### src/hw/core_pkg.sv
`default_nettype none

package core_pkg;

    ///////////////////////////////////////////////////////////////////////
    // widths and constants
    ///////////////////////////////////////////////////////////////////////

    typedef logic [31:0] xlen_t;
    typedef logic [31:0] addr_t;
    typedef logic [31:0] inst_t;
    typedef logic [4:0]  reg_addr_t;

    localparam addr_t       INST_BYTES = 32'd4;
    localparam int unsigned NUM_REGS   = 32;
    localparam addr_t       RESET_PC   = 32'h0000_0000;

    // major opcodes of the supported subset
    localparam logic [6:0] OPC_LUI    = 7'b0110111;
    localparam logic [6:0] OPC_OP_IMM = 7'b0010011;
    localparam logic [6:0] OPC_OP     = 7'b0110011;
    localparam logic [6:0] OPC_BRANCH = 7'b1100011;
    localparam logic [6:0] OPC_JAL    = 7'b1101111;

    ///////////////////////////////////////////////////////////////////////
    // control encodings
    ///////////////////////////////////////////////////////////////////////

    typedef enum logic [2:0] {
        ALU_ADD,
        ALU_SUB,
        ALU_AND,
        ALU_OR,
        ALU_XOR,
        ALU_SLT,
        ALU_COPY2
    } alu_op_e;

    typedef enum logic [1:0] {
        BR_X,
        BR_EQ,
        BR_NE,
        BR_LT
    } br_op_e;

    typedef enum logic [1:0] {
        OP1_RS1,
        OP1_PC,
        OP1_ZERO
    } op1_sel_e;

    typedef enum logic {
        OP2_RS2,
        OP2_IMM
    } op2_sel_e;

    // WB_PC writes the link value pc+4
    typedef enum logic {
        WB_ALU,
        WB_PC
    } wb_sel_e;

    ///////////////////////////////////////////////////////////////////////
    // pipeline records
    ///////////////////////////////////////////////////////////////////////

    typedef struct packed {
        alu_op_e   alu_op;
        br_op_e    br_op;
        logic      jmp;
        op1_sel_e  op1_sel;
        op2_sel_e  op2_sel;
        reg_addr_t rs1;
        reg_addr_t rs2;
        logic      rf_wen;
        wb_sel_e   wb_sel;
        reg_addr_t wb_addr;
    } ctrl_t;

    typedef struct packed {
        addr_t pc;
        inst_t inst;
    } stage_info_t;

    // pending register write, fwdable when wdata is final
    typedef struct packed {
        logic      valid;
        logic      fwdable;
        reg_addr_t addr;
        xlen_t     wdata;
    } fw_ctrl_t;

    typedef struct packed {
        addr_t addr;
        inst_t inst;
    } fetch_t;

    typedef struct packed {
        logic  valid;
        addr_t addr;
    } redirect_t;

    typedef struct packed {
        logic  valid;
        addr_t pc;
        logic  is_br;
        logic  is_jmp;
        logic  taken;
        addr_t target;
    } br_info_t;

    typedef struct packed {
        logic      valid;
        addr_t     pc;
        logic      rf_wen;
        reg_addr_t rd;
        xlen_t     wdata;
    } retire_t;

endpackage

`default_nettype wire

### src/hw/execute_unit.sv
`timescale 1ns/1ps
`default_nettype none

module execute_unit (
    input  wire core_pkg::stage_info_t info_i,
    input  wire core_pkg::ctrl_t       ctrl_i,
    input  wire core_pkg::xlen_t       imm_i,
    input  wire core_pkg::xlen_t       op1_i,
    input  wire core_pkg::xlen_t       op2_i,
    input  wire core_pkg::xlen_t       rs2_i,
    output core_pkg::xlen_t            alu_out_o,
    output logic                       taken_o,
    output core_pkg::addr_t            target_o
);

    logic br_cond;

    always_comb begin
        case (ctrl_i.alu_op)
            core_pkg::ALU_ADD:   alu_out_o = op1_i + op2_i;
            core_pkg::ALU_SUB:   alu_out_o = op1_i - op2_i;
            core_pkg::ALU_AND:   alu_out_o = op1_i & op2_i;
            core_pkg::ALU_OR:    alu_out_o = op1_i | op2_i;
            core_pkg::ALU_XOR:   alu_out_o = op1_i ^ op2_i;
            core_pkg::ALU_SLT:   alu_out_o = {31'b0, $signed(op1_i) < $signed(op2_i)};
            core_pkg::ALU_COPY2: alu_out_o = op2_i;
            default:             alu_out_o = '0;
        endcase
    end

    // compare rs1 against rs2
    always_comb begin
        case (ctrl_i.br_op)
            core_pkg::BR_EQ: br_cond = (op1_i == rs2_i);
            core_pkg::BR_NE: br_cond = (op1_i != rs2_i);
            core_pkg::BR_LT: br_cond = ($signed(op1_i) < $signed(rs2_i));
            default:         br_cond = 1'b0;
        endcase
    end

    assign taken_o = ctrl_i.jmp | br_cond;

    // imm is the B immediate for branches and the J immediate for jal
    assign target_o = info_i.pc + imm_i;

endmodule

`default_nettype wire

### src/hw/inst_decode.sv
`timescale 1ns/1ps
`default_nettype none

module inst_decode (
    input  wire core_pkg::inst_t inst_i,
    output core_pkg::ctrl_t      ctrl_o,
    output core_pkg::xlen_t      imm_o
);

    logic [6:0]          opcode;
    logic [2:0]          funct3;
    logic [6:0]          funct7;
    core_pkg::reg_addr_t rd;
    core_pkg::reg_addr_t rs1;
    core_pkg::reg_addr_t rs2;
    core_pkg::xlen_t     imm_i;
    core_pkg::xlen_t     imm_u;
    core_pkg::xlen_t     imm_b;
    core_pkg::xlen_t     imm_j;
    logic                use_rs1;
    logic                use_rs2;
    logic                wr_rd;

    assign opcode = inst_i[6:0];
    assign rd     = inst_i[11:7];
    assign funct3 = inst_i[14:12];
    assign rs1    = inst_i[19:15];
    assign rs2    = inst_i[24:20];
    assign funct7 = inst_i[31:25];

    assign imm_i = {{20{inst_i[31]}}, inst_i[31:20]};
    assign imm_u = {inst_i[31:12], 12'h000};
    assign imm_b = {{20{inst_i[31]}}, inst_i[7], inst_i[30:25], inst_i[11:8], 1'b0};
    assign imm_j = {{12{inst_i[31]}}, inst_i[19:12], inst_i[20], inst_i[30:21], 1'b0};

    always_comb begin
        ctrl_o.alu_op  = core_pkg::ALU_ADD;
        ctrl_o.br_op   = core_pkg::BR_X;
        ctrl_o.jmp     = 1'b0;
        ctrl_o.op1_sel = core_pkg::OP1_RS1;
        ctrl_o.op2_sel = core_pkg::OP2_RS2;
        ctrl_o.wb_sel  = core_pkg::WB_ALU;
        imm_o          = imm_i;
        use_rs1        = 1'b0;
        use_rs2        = 1'b0;
        wr_rd          = 1'b0;
        case (opcode)
            core_pkg::OPC_LUI: begin
                ctrl_o.alu_op  = core_pkg::ALU_COPY2;
                ctrl_o.op1_sel = core_pkg::OP1_ZERO;
                ctrl_o.op2_sel = core_pkg::OP2_IMM;
                imm_o          = imm_u;
                wr_rd          = 1'b1;
            end
            core_pkg::OPC_OP_IMM: begin
                ctrl_o.op2_sel = core_pkg::OP2_IMM;
                use_rs1        = 1'b1;
                wr_rd          = 1'b1;
                case (funct3)
                    3'b000: ctrl_o.alu_op = core_pkg::ALU_ADD;
                    3'b100: ctrl_o.alu_op = core_pkg::ALU_XOR;
                    3'b110: ctrl_o.alu_op = core_pkg::ALU_OR;
                    3'b111: ctrl_o.alu_op = core_pkg::ALU_AND;
                    default: begin
                        use_rs1 = 1'b0;
                        wr_rd   = 1'b0;
                    end
                endcase
            end
            core_pkg::OPC_OP: begin
                use_rs1 = 1'b1;
                use_rs2 = 1'b1;
                wr_rd   = 1'b1;
                case ({funct7, funct3})
                    10'b0000000_000: ctrl_o.alu_op = core_pkg::ALU_ADD;
                    10'b0100000_000: ctrl_o.alu_op = core_pkg::ALU_SUB;
                    10'b0000000_010: ctrl_o.alu_op = core_pkg::ALU_SLT;
                    10'b0000000_100: ctrl_o.alu_op = core_pkg::ALU_XOR;
                    10'b0000000_110: ctrl_o.alu_op = core_pkg::ALU_OR;
                    10'b0000000_111: ctrl_o.alu_op = core_pkg::ALU_AND;
                    default: begin
                        use_rs1 = 1'b0;
                        use_rs2 = 1'b0;
                        wr_rd   = 1'b0;
                    end
                endcase
            end
            core_pkg::OPC_BRANCH: begin
                ctrl_o.alu_op = core_pkg::ALU_SUB;
                imm_o         = imm_b;
                use_rs1       = 1'b1;
                use_rs2       = 1'b1;
                case (funct3)
                    3'b000: ctrl_o.br_op = core_pkg::BR_EQ;
                    3'b001: ctrl_o.br_op = core_pkg::BR_NE;
                    3'b100: ctrl_o.br_op = core_pkg::BR_LT;
                    default: begin
                        use_rs1 = 1'b0;
                        use_rs2 = 1'b0;
                    end
                endcase
            end
            core_pkg::OPC_JAL: begin
                ctrl_o.jmp     = 1'b1;
                ctrl_o.op1_sel = core_pkg::OP1_PC;
                ctrl_o.op2_sel = core_pkg::OP2_IMM;
                ctrl_o.wb_sel  = core_pkg::WB_PC;
                imm_o          = imm_j;
                wr_rd          = 1'b1;
            end
            default: ;
        endcase
        // unused sources read x0 so they never match a pending write
        ctrl_o.rs1     = use_rs1 ? rs1 : '0;
        ctrl_o.rs2     = use_rs2 ? rs2 : '0;
        ctrl_o.wb_addr = rd;
        ctrl_o.rf_wen  = wr_rd & (rd != '0);
    end

endmodule

`default_nettype wire

### src/hw/operand_select.sv
`timescale 1ns/1ps
`default_nettype none

module operand_select (
    input  wire                        clk,
    input  wire                        rst_n_i,
    input  wire                        valid_i,
    input  wire core_pkg::stage_info_t info_i,
    input  wire core_pkg::ctrl_t       ctrl_i,
    input  wire core_pkg::xlen_t       imm_i,
    input  wire core_pkg::fw_ctrl_t    fw_exe_i,
    input  wire core_pkg::fw_ctrl_t    fw_wb_i,
    input  wire core_pkg::xlen_t       rf_rdata1_i,
    input  wire core_pkg::xlen_t       rf_rdata2_i,
    output core_pkg::reg_addr_t        rf_raddr1_o,
    output core_pkg::reg_addr_t        rf_raddr2_o,
    output core_pkg::xlen_t            op1_o,
    output core_pkg::xlen_t            op2_o,
    output core_pkg::xlen_t            rs2_o,
    output logic                       hazard_o
);

    core_pkg::xlen_t       rs1_fwd;
    core_pkg::xlen_t       rs2_fwd;
    core_pkg::xlen_t       rs1_val;
    core_pkg::xlen_t       rs2_val;
    logic                  rs1_hz;
    logic                  rs2_hz;
    logic                  use_hold;
    logic                  hold_valid_q;
    core_pkg::stage_info_t hold_info_q;
    core_pkg::xlen_t       hold_rs1_q;
    core_pkg::xlen_t       hold_rs2_q;

    // youngest matching record wins, returns {hazard, data}
    function automatic logic [32:0] forward(
        input core_pkg::reg_addr_t addr,
        input core_pkg::xlen_t     rf_data,
        input core_pkg::fw_ctrl_t  fw_exe,
        input core_pkg::fw_ctrl_t  fw_wb
    );
        logic [32:0] res;
        if (addr == '0) begin
            res = '0;
        end else if (fw_exe.valid && fw_exe.addr == addr) begin
            res = {!fw_exe.fwdable, fw_exe.wdata};
        end else if (fw_wb.valid && fw_wb.addr == addr) begin
            res = {!fw_wb.fwdable, fw_wb.wdata};
        end else begin
            res = {1'b0, rf_data};
        end
        return res;
    endfunction

    assign rf_raddr1_o = ctrl_i.rs1;
    assign rf_raddr2_o = ctrl_i.rs2;

    assign {rs1_hz, rs1_fwd} = forward(ctrl_i.rs1, rf_rdata1_i, fw_exe_i, fw_wb_i);
    assign {rs2_hz, rs2_fwd} = forward(ctrl_i.rs2, rf_rdata2_i, fw_exe_i, fw_wb_i);

    // same branch still sitting here after a stall
    assign use_hold = hold_valid_q & valid_i & (hold_info_q == info_i);

    assign rs1_val  = use_hold ? hold_rs1_q : rs1_fwd;
    assign rs2_val  = use_hold ? hold_rs2_q : rs2_fwd;
    assign hazard_o = valid_i & !use_hold & (rs1_hz | rs2_hz);
    assign rs2_o    = rs2_val;

    always_comb begin
        case (ctrl_i.op1_sel)
            core_pkg::OP1_RS1: op1_o = rs1_val;
            core_pkg::OP1_PC:  op1_o = info_i.pc;
            default:           op1_o = '0;
        endcase
    end

    assign op2_o = (ctrl_i.op2_sel == core_pkg::OP2_IMM) ? imm_i : rs2_val;

    always_ff @(posedge clk or negedge rst_n_i) begin
        if (!rst_n_i) begin
            hold_valid_q <= 1'b0;
        end else begin
            hold_valid_q <= valid_i & !hazard_o & (ctrl_i.br_op != core_pkg::BR_X);
        end
    end

    always_ff @(posedge clk) begin
        hold_info_q <= info_i;
        hold_rs1_q  <= rs1_val;
        hold_rs2_q  <= rs2_val;
    end

endmodule

`default_nettype wire

### src/hw/pipeline_core.sv
`timescale 1ns/1ps
`default_nettype none

module pipeline_core (
    input  wire                      clk,
    input  wire                      rst_n_i,
    input  wire                      fetch_valid_i,
    input  wire core_pkg::fetch_t    fetch_i,
    output logic                     fetch_ready_o,
    output core_pkg::redirect_t      redirect_o,
    output core_pkg::br_info_t       brinfo_o,
    output core_pkg::retire_t        retire_o
);

    // id stage
    logic                  id_valid;
    core_pkg::stage_info_t id_info;
    core_pkg::ctrl_t       id_ctrl;
    core_pkg::xlen_t       id_imm;

    // ds stage
    logic                  ds_valid;
    core_pkg::stage_info_t ds_info;
    core_pkg::ctrl_t       ds_ctrl;
    core_pkg::xlen_t       ds_imm;
    core_pkg::fw_ctrl_t    ds_fw;
    logic                  ds_hazard;
    core_pkg::xlen_t       ds_op1;
    core_pkg::xlen_t       ds_op2;
    core_pkg::xlen_t       ds_rs2;

    // exe stage
    logic                  exe_valid;
    logic                  exe_is_new;
    logic                  exe_br_checked;
    core_pkg::stage_info_t exe_info;
    core_pkg::ctrl_t       exe_ctrl;
    core_pkg::xlen_t       exe_imm;
    core_pkg::xlen_t       exe_op1;
    core_pkg::xlen_t       exe_op2;
    core_pkg::xlen_t       exe_rs2;
    core_pkg::fw_ctrl_t    exe_fw_q;
    core_pkg::fw_ctrl_t    exe_fw;
    core_pkg::xlen_t       exe_alu_out;
    core_pkg::xlen_t       exe_wdata;
    logic                  exe_taken;
    core_pkg::addr_t       exe_target;
    core_pkg::addr_t       exe_next_pc;

    // wb and register file
    core_pkg::fw_ctrl_t    wb_fw;
    core_pkg::reg_addr_t   rf_raddr1;
    core_pkg::reg_addr_t   rf_raddr2;
    core_pkg::xlen_t       rf_rdata1;
    core_pkg::xlen_t       rf_rdata2;

    logic                  check_pending;
    logic                  branch_fail;
    logic                  exe_stall;
    logic                  ds_stall;
    logic                  id_stall;
    logic                  flush_front;

    ///////////////////////////////////////////////////////////////////////
    // prediction check and stall chain
    ///////////////////////////////////////////////////////////////////////

    assign exe_next_pc = exe_taken ? exe_target : exe_info.pc + core_pkg::INST_BYTES;

    // younger instruction must sit at the true next pc
    assign check_pending = exe_valid & (exe_is_new | !exe_br_checked);
    assign branch_fail   = check_pending &
                           (ds_valid ? (ds_info.pc != exe_next_pc)
                                     : id_valid & (id_info.pc != exe_next_pc));

    // wait in exe until something younger shows up
    assign exe_stall     = (check_pending & !ds_valid & !id_valid) | branch_fail;
    assign ds_stall      = ds_hazard | (ds_valid & exe_stall);
    assign id_stall      = id_valid & ds_stall;
    assign fetch_ready_o = !id_stall;
    assign flush_front   = branch_fail | redirect_o.valid;

    ///////////////////////////////////////////////////////////////////////
    // forwarding records
    ///////////////////////////////////////////////////////////////////////

    // link value is final already in ds
    assign ds_fw = '{valid: ds_valid & ds_ctrl.rf_wen,
                     fwdable: ds_ctrl.wb_sel == core_pkg::WB_PC,
                     addr: ds_ctrl.wb_addr,
                     wdata: ds_info.pc + core_pkg::INST_BYTES};

    assign exe_fw = '{valid: exe_valid & exe_fw_q.valid, fwdable: exe_fw_q.fwdable,
                      addr: exe_fw_q.addr, wdata: exe_fw_q.wdata};

    assign exe_wdata = exe_fw_q.fwdable ? exe_fw_q.wdata : exe_alu_out;

    ///////////////////////////////////////////////////////////////////////
    // stage registers
    ///////////////////////////////////////////////////////////////////////

    always_ff @(posedge clk or negedge rst_n_i) begin
        if (!rst_n_i) begin
            id_valid       <= 1'b0;
            ds_valid       <= 1'b0;
            exe_valid      <= 1'b0;
            exe_is_new     <= 1'b0;
            exe_br_checked <= 1'b0;
        end else begin
            if (flush_front) begin
                id_valid <= 1'b0;
            end else if (!id_stall) begin
                id_valid <= fetch_valid_i;
            end
            if (branch_fail) begin
                ds_valid <= 1'b0;
            end else if (!ds_stall) begin
                ds_valid <= id_valid;
            end
            if (exe_stall) begin
                exe_is_new <= 1'b0;
                if (branch_fail) begin
                    exe_br_checked <= 1'b1;
                end
            end else begin
                // bubble on a data hazard
                exe_valid      <= ds_valid & !ds_hazard;
                exe_is_new     <= 1'b1;
                exe_br_checked <= 1'b0;
            end
        end
    end

    always_ff @(posedge clk) begin
        if (!id_stall) begin
            id_info <= '{pc: fetch_i.addr, inst: fetch_i.inst};
        end
        if (!ds_stall) begin
            ds_info <= id_info;
            ds_ctrl <= id_ctrl;
            ds_imm  <= id_imm;
        end
        if (!exe_stall) begin
            exe_info <= ds_info;
            exe_ctrl <= ds_ctrl;
            exe_imm  <= ds_imm;
            exe_op1  <= ds_op1;
            exe_op2  <= ds_op2;
            exe_rs2  <= ds_rs2;
            exe_fw_q <= ds_fw;
        end
    end

    // redirect one cycle after detection, branch info once per instruction
    always_ff @(posedge clk or negedge rst_n_i) begin
        if (!rst_n_i) begin
            redirect_o <= '0;
            brinfo_o   <= '0;
        end else begin
            redirect_o <= '{valid: branch_fail, addr: exe_next_pc};
            brinfo_o   <= '{valid: exe_valid & exe_is_new &
                                   (exe_ctrl.br_op != core_pkg::BR_X | exe_ctrl.jmp),
                            pc: exe_info.pc,
                            is_br: exe_ctrl.br_op != core_pkg::BR_X,
                            is_jmp: exe_ctrl.jmp,
                            taken: exe_taken,
                            target: exe_target};
        end
    end

    inst_decode u_decode (
        .inst_i (id_info.inst),
        .ctrl_o (id_ctrl),
        .imm_o  (id_imm)
    );

    operand_select u_opsel (
        .clk         (clk),
        .rst_n_i     (rst_n_i),
        .valid_i     (ds_valid),
        .info_i      (ds_info),
        .ctrl_i      (ds_ctrl),
        .imm_i       (ds_imm),
        .fw_exe_i    (exe_fw),
        .fw_wb_i     (wb_fw),
        .rf_rdata1_i (rf_rdata1),
        .rf_rdata2_i (rf_rdata2),
        .rf_raddr1_o (rf_raddr1),
        .rf_raddr2_o (rf_raddr2),
        .op1_o       (ds_op1),
        .op2_o       (ds_op2),
        .rs2_o       (ds_rs2),
        .hazard_o    (ds_hazard)
    );

    execute_unit u_exe (
        .info_i    (exe_info),
        .ctrl_i    (exe_ctrl),
        .imm_i     (exe_imm),
        .op1_i     (exe_op1),
        .op2_i     (exe_op2),
        .rs2_i     (exe_rs2),
        .alu_out_o (exe_alu_out),
        .taken_o   (exe_taken),
        .target_o  (exe_target)
    );

    reg_file u_rf (
        .clk      (clk),
        .rst_n_i  (rst_n_i),
        .valid_i  (exe_valid & !exe_stall),
        .info_i   (exe_info),
        .ctrl_i   (exe_ctrl),
        .wdata_i  (exe_wdata),
        .raddr1_i (rf_raddr1),
        .raddr2_i (rf_raddr2),
        .rdata1_o (rf_rdata1),
        .rdata2_o (rf_rdata2),
        .fw_o     (wb_fw),
        .retire_o (retire_o)
    );

endmodule

`default_nettype wire

### src/hw/reg_file.sv
`timescale 1ns/1ps
`default_nettype none

module reg_file (
    input  wire                        clk,
    input  wire                        rst_n_i,
    input  wire                        valid_i,
    input  wire core_pkg::stage_info_t info_i,
    input  wire core_pkg::ctrl_t       ctrl_i,
    input  wire core_pkg::xlen_t       wdata_i,
    input  wire core_pkg::reg_addr_t   raddr1_i,
    input  wire core_pkg::reg_addr_t   raddr2_i,
    output core_pkg::xlen_t            rdata1_o,
    output core_pkg::xlen_t            rdata2_o,
    output core_pkg::fw_ctrl_t         fw_o,
    output core_pkg::retire_t          retire_o
);

    logic                wb_valid_q;
    core_pkg::addr_t     wb_pc_q;
    logic                wb_rf_wen_q;
    core_pkg::reg_addr_t wb_rd_q;
    core_pkg::xlen_t     wb_wdata_q;
    core_pkg::xlen_t     regs [core_pkg::NUM_REGS];

    always_ff @(posedge clk or negedge rst_n_i) begin
        if (!rst_n_i) begin
            wb_valid_q <= 1'b0;
        end else begin
            wb_valid_q <= valid_i;
        end
    end

    always_ff @(posedge clk) begin
        wb_pc_q     <= info_i.pc;
        wb_rf_wen_q <= ctrl_i.rf_wen;
        wb_rd_q     <= ctrl_i.wb_addr;
        wb_wdata_q  <= wdata_i;
        // x0 stays untouched
        if (wb_valid_q && wb_rf_wen_q && wb_rd_q != '0) begin
            regs[wb_rd_q] <= wb_wdata_q;
        end
    end

    assign rdata1_o = regs[raddr1_i];
    assign rdata2_o = regs[raddr2_i];

    assign fw_o = '{valid: wb_valid_q & wb_rf_wen_q, fwdable: 1'b1,
                    addr: wb_rd_q, wdata: wb_wdata_q};

    assign retire_o = '{valid: wb_valid_q, pc: wb_pc_q, rf_wen: wb_rf_wen_q,
                        rd: wb_rd_q, wdata: wb_wdata_q};

endmodule

`default_nettype wire

### config.mk
export PLATFORM = sky130hd
export DESIGN_NAME = pipeline_core
export DESIGN_NICKNAME = d
export VERILOG_FILES = /design/src/hw/core_pkg.sv /design/src/hw/execute_unit.sv /design/src/hw/inst_decode.sv /design/src/hw/operand_select.sv /design/src/hw/pipeline_core.sv /design/src/hw/reg_file.sv
export SDC_FILE = /design/constraint.sdc
export NUM_CORES = 2
export LEC_CHECK = 0
export BUFFER_PORTS_ARGS = -buffer_cell sky130_fd_sc_hd__buf_2
export CAP_MARGIN = 20
export CELL_PAD_IN_SITES_DETAIL_PLACEMENT = 0
export CELL_PAD_IN_SITES_GLOBAL_PLACEMENT = 1
export CORE_MARGIN = 5
export CORE_UTILIZATION = 43
export CTS_BUF_LIST = sky130_fd_sc_hd__clkbuf_8
export CTS_CLUSTER_SIZE = 30
export DETAILED_ROUTE_END_ITERATION = 8
export HOLD_SLACK_MARGIN = 0.1
export PLACE_DENSITY = 0.64
export SLEW_MARGIN = 20
export SYNTH_ARGS = -nofsm -noshare
export SYNTH_HDL_FRONTEND = slang
export SYNTH_SLANG_ARGS = --single-unit
### constraint.sdc
create_clock -name clk -period 40.7 [get_ports clk]
set_input_delay 4.07 -clock clk [delete_from_list [all_inputs] [get_ports clk]]
set_output_delay 4.07 -clock clk [all_outputs]
set_load 0.05 [all_outputs]
==> qor.json <==
{
  "status": {
    "run_status": "complete, no violations"
  },
  "yosys": {
    "synth-xor-area-share_pct": 2.48,
    "netlist_top_cells_area": "edfxtp_1 52%, mux4_2 18%, dfxtp_1 5.1%, dfrtp_1 3.3%, ha_1 2.5%",
    "postSynth.topFlopCell": "edfxtp_1",
    "synth.top_cell.area_share_pct": 51.8,
    "synth_top_family_by_area": "multiplexers",
    "synth.most_common_cell": "edfxtp_1",
    "synth_warnings": 0,
    "synth_enable_flop_cells": 1405,
    "synth.avg_cell_area_um2": 15.5,
    "synth_sequential_area_ratio_pct": 60.3,
    "synth.ff_latch_count": 1721,
    "syn_area_um2": 81400,
    "gate_count_of_the_mapped_netlist": 5256,
    "ys_async_sr_fraction_pct": 6.28,
    "yosys.cell_types.count": 91,
    "complex_gate_fraction_of_the_synthesized_area_pct": 6.78,
    "synth_commonest_cells": "1405 x edfxtp_1, 640 x mux4_2, 276 x nor2_1, 258 x clkbuf_1, 257 x nand2_1",
    "synth.area.mux_share_pct": 19.9,
    "synthSimpleGateAreaFrac_pct": 5.41,
    "synth_largest_area_cell": "edfxtp_1",
    "synthAdderAreaFrac_pct": 2.55
  },
  "floorplanning": {
    "initial_utilization_pct": 43.3,
    "die_h_um": 445,
    "floorplan.die.width_um": 445,
    "boundaryPins": 240,
    "die_area_um2": 198000,
    "placement_rows": 159,
    "design.core.area_um2": 188000
  },
  "setup_path": {
    "slowest_stage": "a2111oi_2",
    "setup_slack_reg_to_reg_ps": 32190,
    "startpoint_type": "flip-flop",
    "worstSetupEndpointType": "output pin",
    "worstPathArrival_ps": 7420,
    "worstSetupPathType": "reg2out",
    "critical_path_peak_fanout": 40,
    "required_ps": 36630,
    "worstPathCellList": "ha_1 > nand4_1 > nor4_1 > nand3_1 > mux2i_2 > o21ai_4 > buf_4 > inv_2 > mux2i_1 > a2111o_1 > or4_1 > or4_1 > a2111oi_2 > nor3_1 > nor2_1 > buf_2",
    "critical-path-max-stage-delay_ps": 730,
    "cp_common_cell": "or4_1"
  },
  "power": {
    "intPower_w": 0.00435,
    "power.switching_fraction_pct": 43.2,
    "share_seq_of_total_power_pct": 36.4,
    "p_leak_nw": 31.8,
    "power_switching_w": 0.00331,
    "power.density_nw_per_um2": 83.2,
    "peakVddDrop_uv": 77.5,
    "power.combinational.fraction_pct": 43.0,
    "pwr-share-clk_pct": 20.6
  },
  "route": {
    "drt-total-wl_um": 272000,
    "route.detailed.drc": 0,
    "ant_nets": 0,
    "dr.pass1.iters": 6,
    "detail_route.wl_per_cell_um": 32.3,
    "routed-via-count": 51700,
    "vias_per_instance": 6.15,
    "drt_iter0_drc": 5890
  },
  "run": {
    "drv_cap": 0
  },
  "final_layout": {
    "seqCellArea_um2": 49100,
    "drive_above_1_share_pct": 26.3,
    "fin_cells": 8403,
    "multi_input_comb_area_um2": 30600,
    "syn2layout_area_growth_pct": 13.1,
    "final.fill_count": 16100,
    "design.final.nets": 5896,
    "fin_util_pct": 49.0
  },
  "placed_design": {
    "post-place-cells": 7846,
    "detailed_place_hpwl_um": 171000,
    "io_buffer_count": 239,
    "gp_congestion": 0.926,
    "dpl_worst_slack_ps": 30330
  },
  "timing": {
    "tightestPinTransition_ps": 1260,
    "setup_tns_ps": 0,
    "clock-skew-final_ps": 110,
    "worst_slew_margin_rel_pct": 15.0,
    "final.setup.worst_slack_ps": 29210,
    "final.period_utilization_pct": 28.2,
    "finalSetupViolCount": 0,
    "hold_viol": 0,
    "min_period_ps": 11490,
    "clock.fmax_mhz": 87.1,
    "timing.final.max_slew_violations": 0,
    "fin_worst_hold_slack_ps": 368,
    "setup_repair_after_global_routing_missed_its_margin": "false"
  },
  "clock_tree": {
    "tritoncts": "done",
    "cts_htree_levels": 5,
    "cts.hold.buffers_added": 0,
    "post_cts_resized": 0,
    "clk_transition_reported_paths_ps": 60,
    "cts_buffers": 312,
    "clk-insertion-delay-late_ps": 1070,
    "clk_root_buffer_cell": "clkbuf_8",
    "clock-sinks": 1721,
    "cts_post_setup_buffers_inserted": 0,
    "cts_max_path_buffers": 4
  },
  "global_routing": {
    "grt_overflow": 0,
    "grt_max_degree": 149,
    "globalRouteTotalUtil_pct": 27.0,
    "grt_antenna_before_repair": 17,
    "grt_pass1_vias": 51600,
    "grt_pass1_wl_um": 383000
  },
  "worst_hold_path": {
    "min-delay-path-class": "reg2reg"
  }
}
-- path summary, 6_finish.rpt --
check	start	end	cells past startpoint
max	exe_op1[15]	fetch_ready_o	16
min	exe_ctrl[6]	u_rf.wb_rf_wen_q	0
max reg2reg	exe_op1[15]	exe_op2[10]	18
min reg2reg	exe_ctrl[6]	u_rf.wb_rf_wen_q	0
max in group asynchronous	rst_n_i	brinfo_o[26]	2
min in group asynchronous	rst_n_i	brinfo_o[46]	1
-- registers in the layout, summed over array words and instances, names as in the netlist, 33 cells and up, named ones only --
name	cells
brinfo_o	68
u_opsel.hold_info_q	64
ds_info	64
redirect_o	33
exe_fw	36
id_info	64
u_rf.regs	1024
-- metrics by stage --
stage	total power, W	cell area (um2)
2_1_floorplan	0.00483	81500
3_3_place_gp	0.00606	86100
3_5_place_dp	0.00606	86100
4_1_cts	0.00765	92000
5_1_grt	0.00801	92000
6_report	0.00766	92000
-- cells by family (layout without fill, tap and decap cells) --
| group | after synthesis | count (layout) |
|---|---|---|
| simple gates | 934 | 934 |
| flops | 1721 | 1721 |
| fa+ha+maj | 164 | 164 |
| buf+inv | 560 | 1165 |
| mux | 811 | 811 |
| xor+xnor | 227 | 227 |
| compound gates | 838 | 838 |
| other cells | 1 | 48 |
-- layer usage --
metal / routed length (um) / global-route usage [%]
met5: 7 / 0
met3: 20600 / 4.80
met1: 113000 / 37.6
met4: 8370 / 8.54
met2: 130000 / 43.5
-- placed cells by master, fill, tap and decap left out, types with 156 or more instances in the layout --
| cell type | instances |
|---|---|
| buf_2 | 238 |
| clkbuf_8 | 348 |
| buf_4 | 156 |
| a21oi_1 | 215 |
| o21ai_0 | 198 |
| dfxtp_1 | 196 |
| nor2_1 | 245 |
| mux4_2 | 640 |
| nand2_1 | 257 |
| ha_1 | 161 |
| edfxtp_1 | 1405 |
| inv_1 | 322 |
-- worst max-delay path: cells and delay by family, from the launching register on --
kind	cells	cell delay, ps
compound gates	3	1240
fa+ha+maj	1	350
buf+inv	3	920
flops	1	470
mux	2	790
simple gates	7	2650
-- layout make-up --
cell class              instances  area share (%)
flip-flops and latches       1721            53.3
multi-input cells            3006            33.3
clock buffers                 348            5.20
well taps                    2495            3.39
repair buffers                400            2.70
clock inverters               193            1.16
inverters                     224           0.913
diodes                         16          0.0435
-- power by group through the flow --
| stage | Clock [W] | Sequential [W] | Combinational [W] |
|---|---|---|---|
| final | 0.00157 | 0.00279 | 0.00329 |
| after global routing | 0.00169 | 0.00282 | 0.00350 |
| after CTS | 0.00161 | 0.00279 | 0.00326 |
| after detailed placement | 0 | 0.00282 | 0.00324 |
| after global placement | 0 | 0.00281 | 0.00325 |
| after floorplan | 0 | 0.00310 | 0.00174 |
No activity file was read; power rests on OpenSTA's default activity.
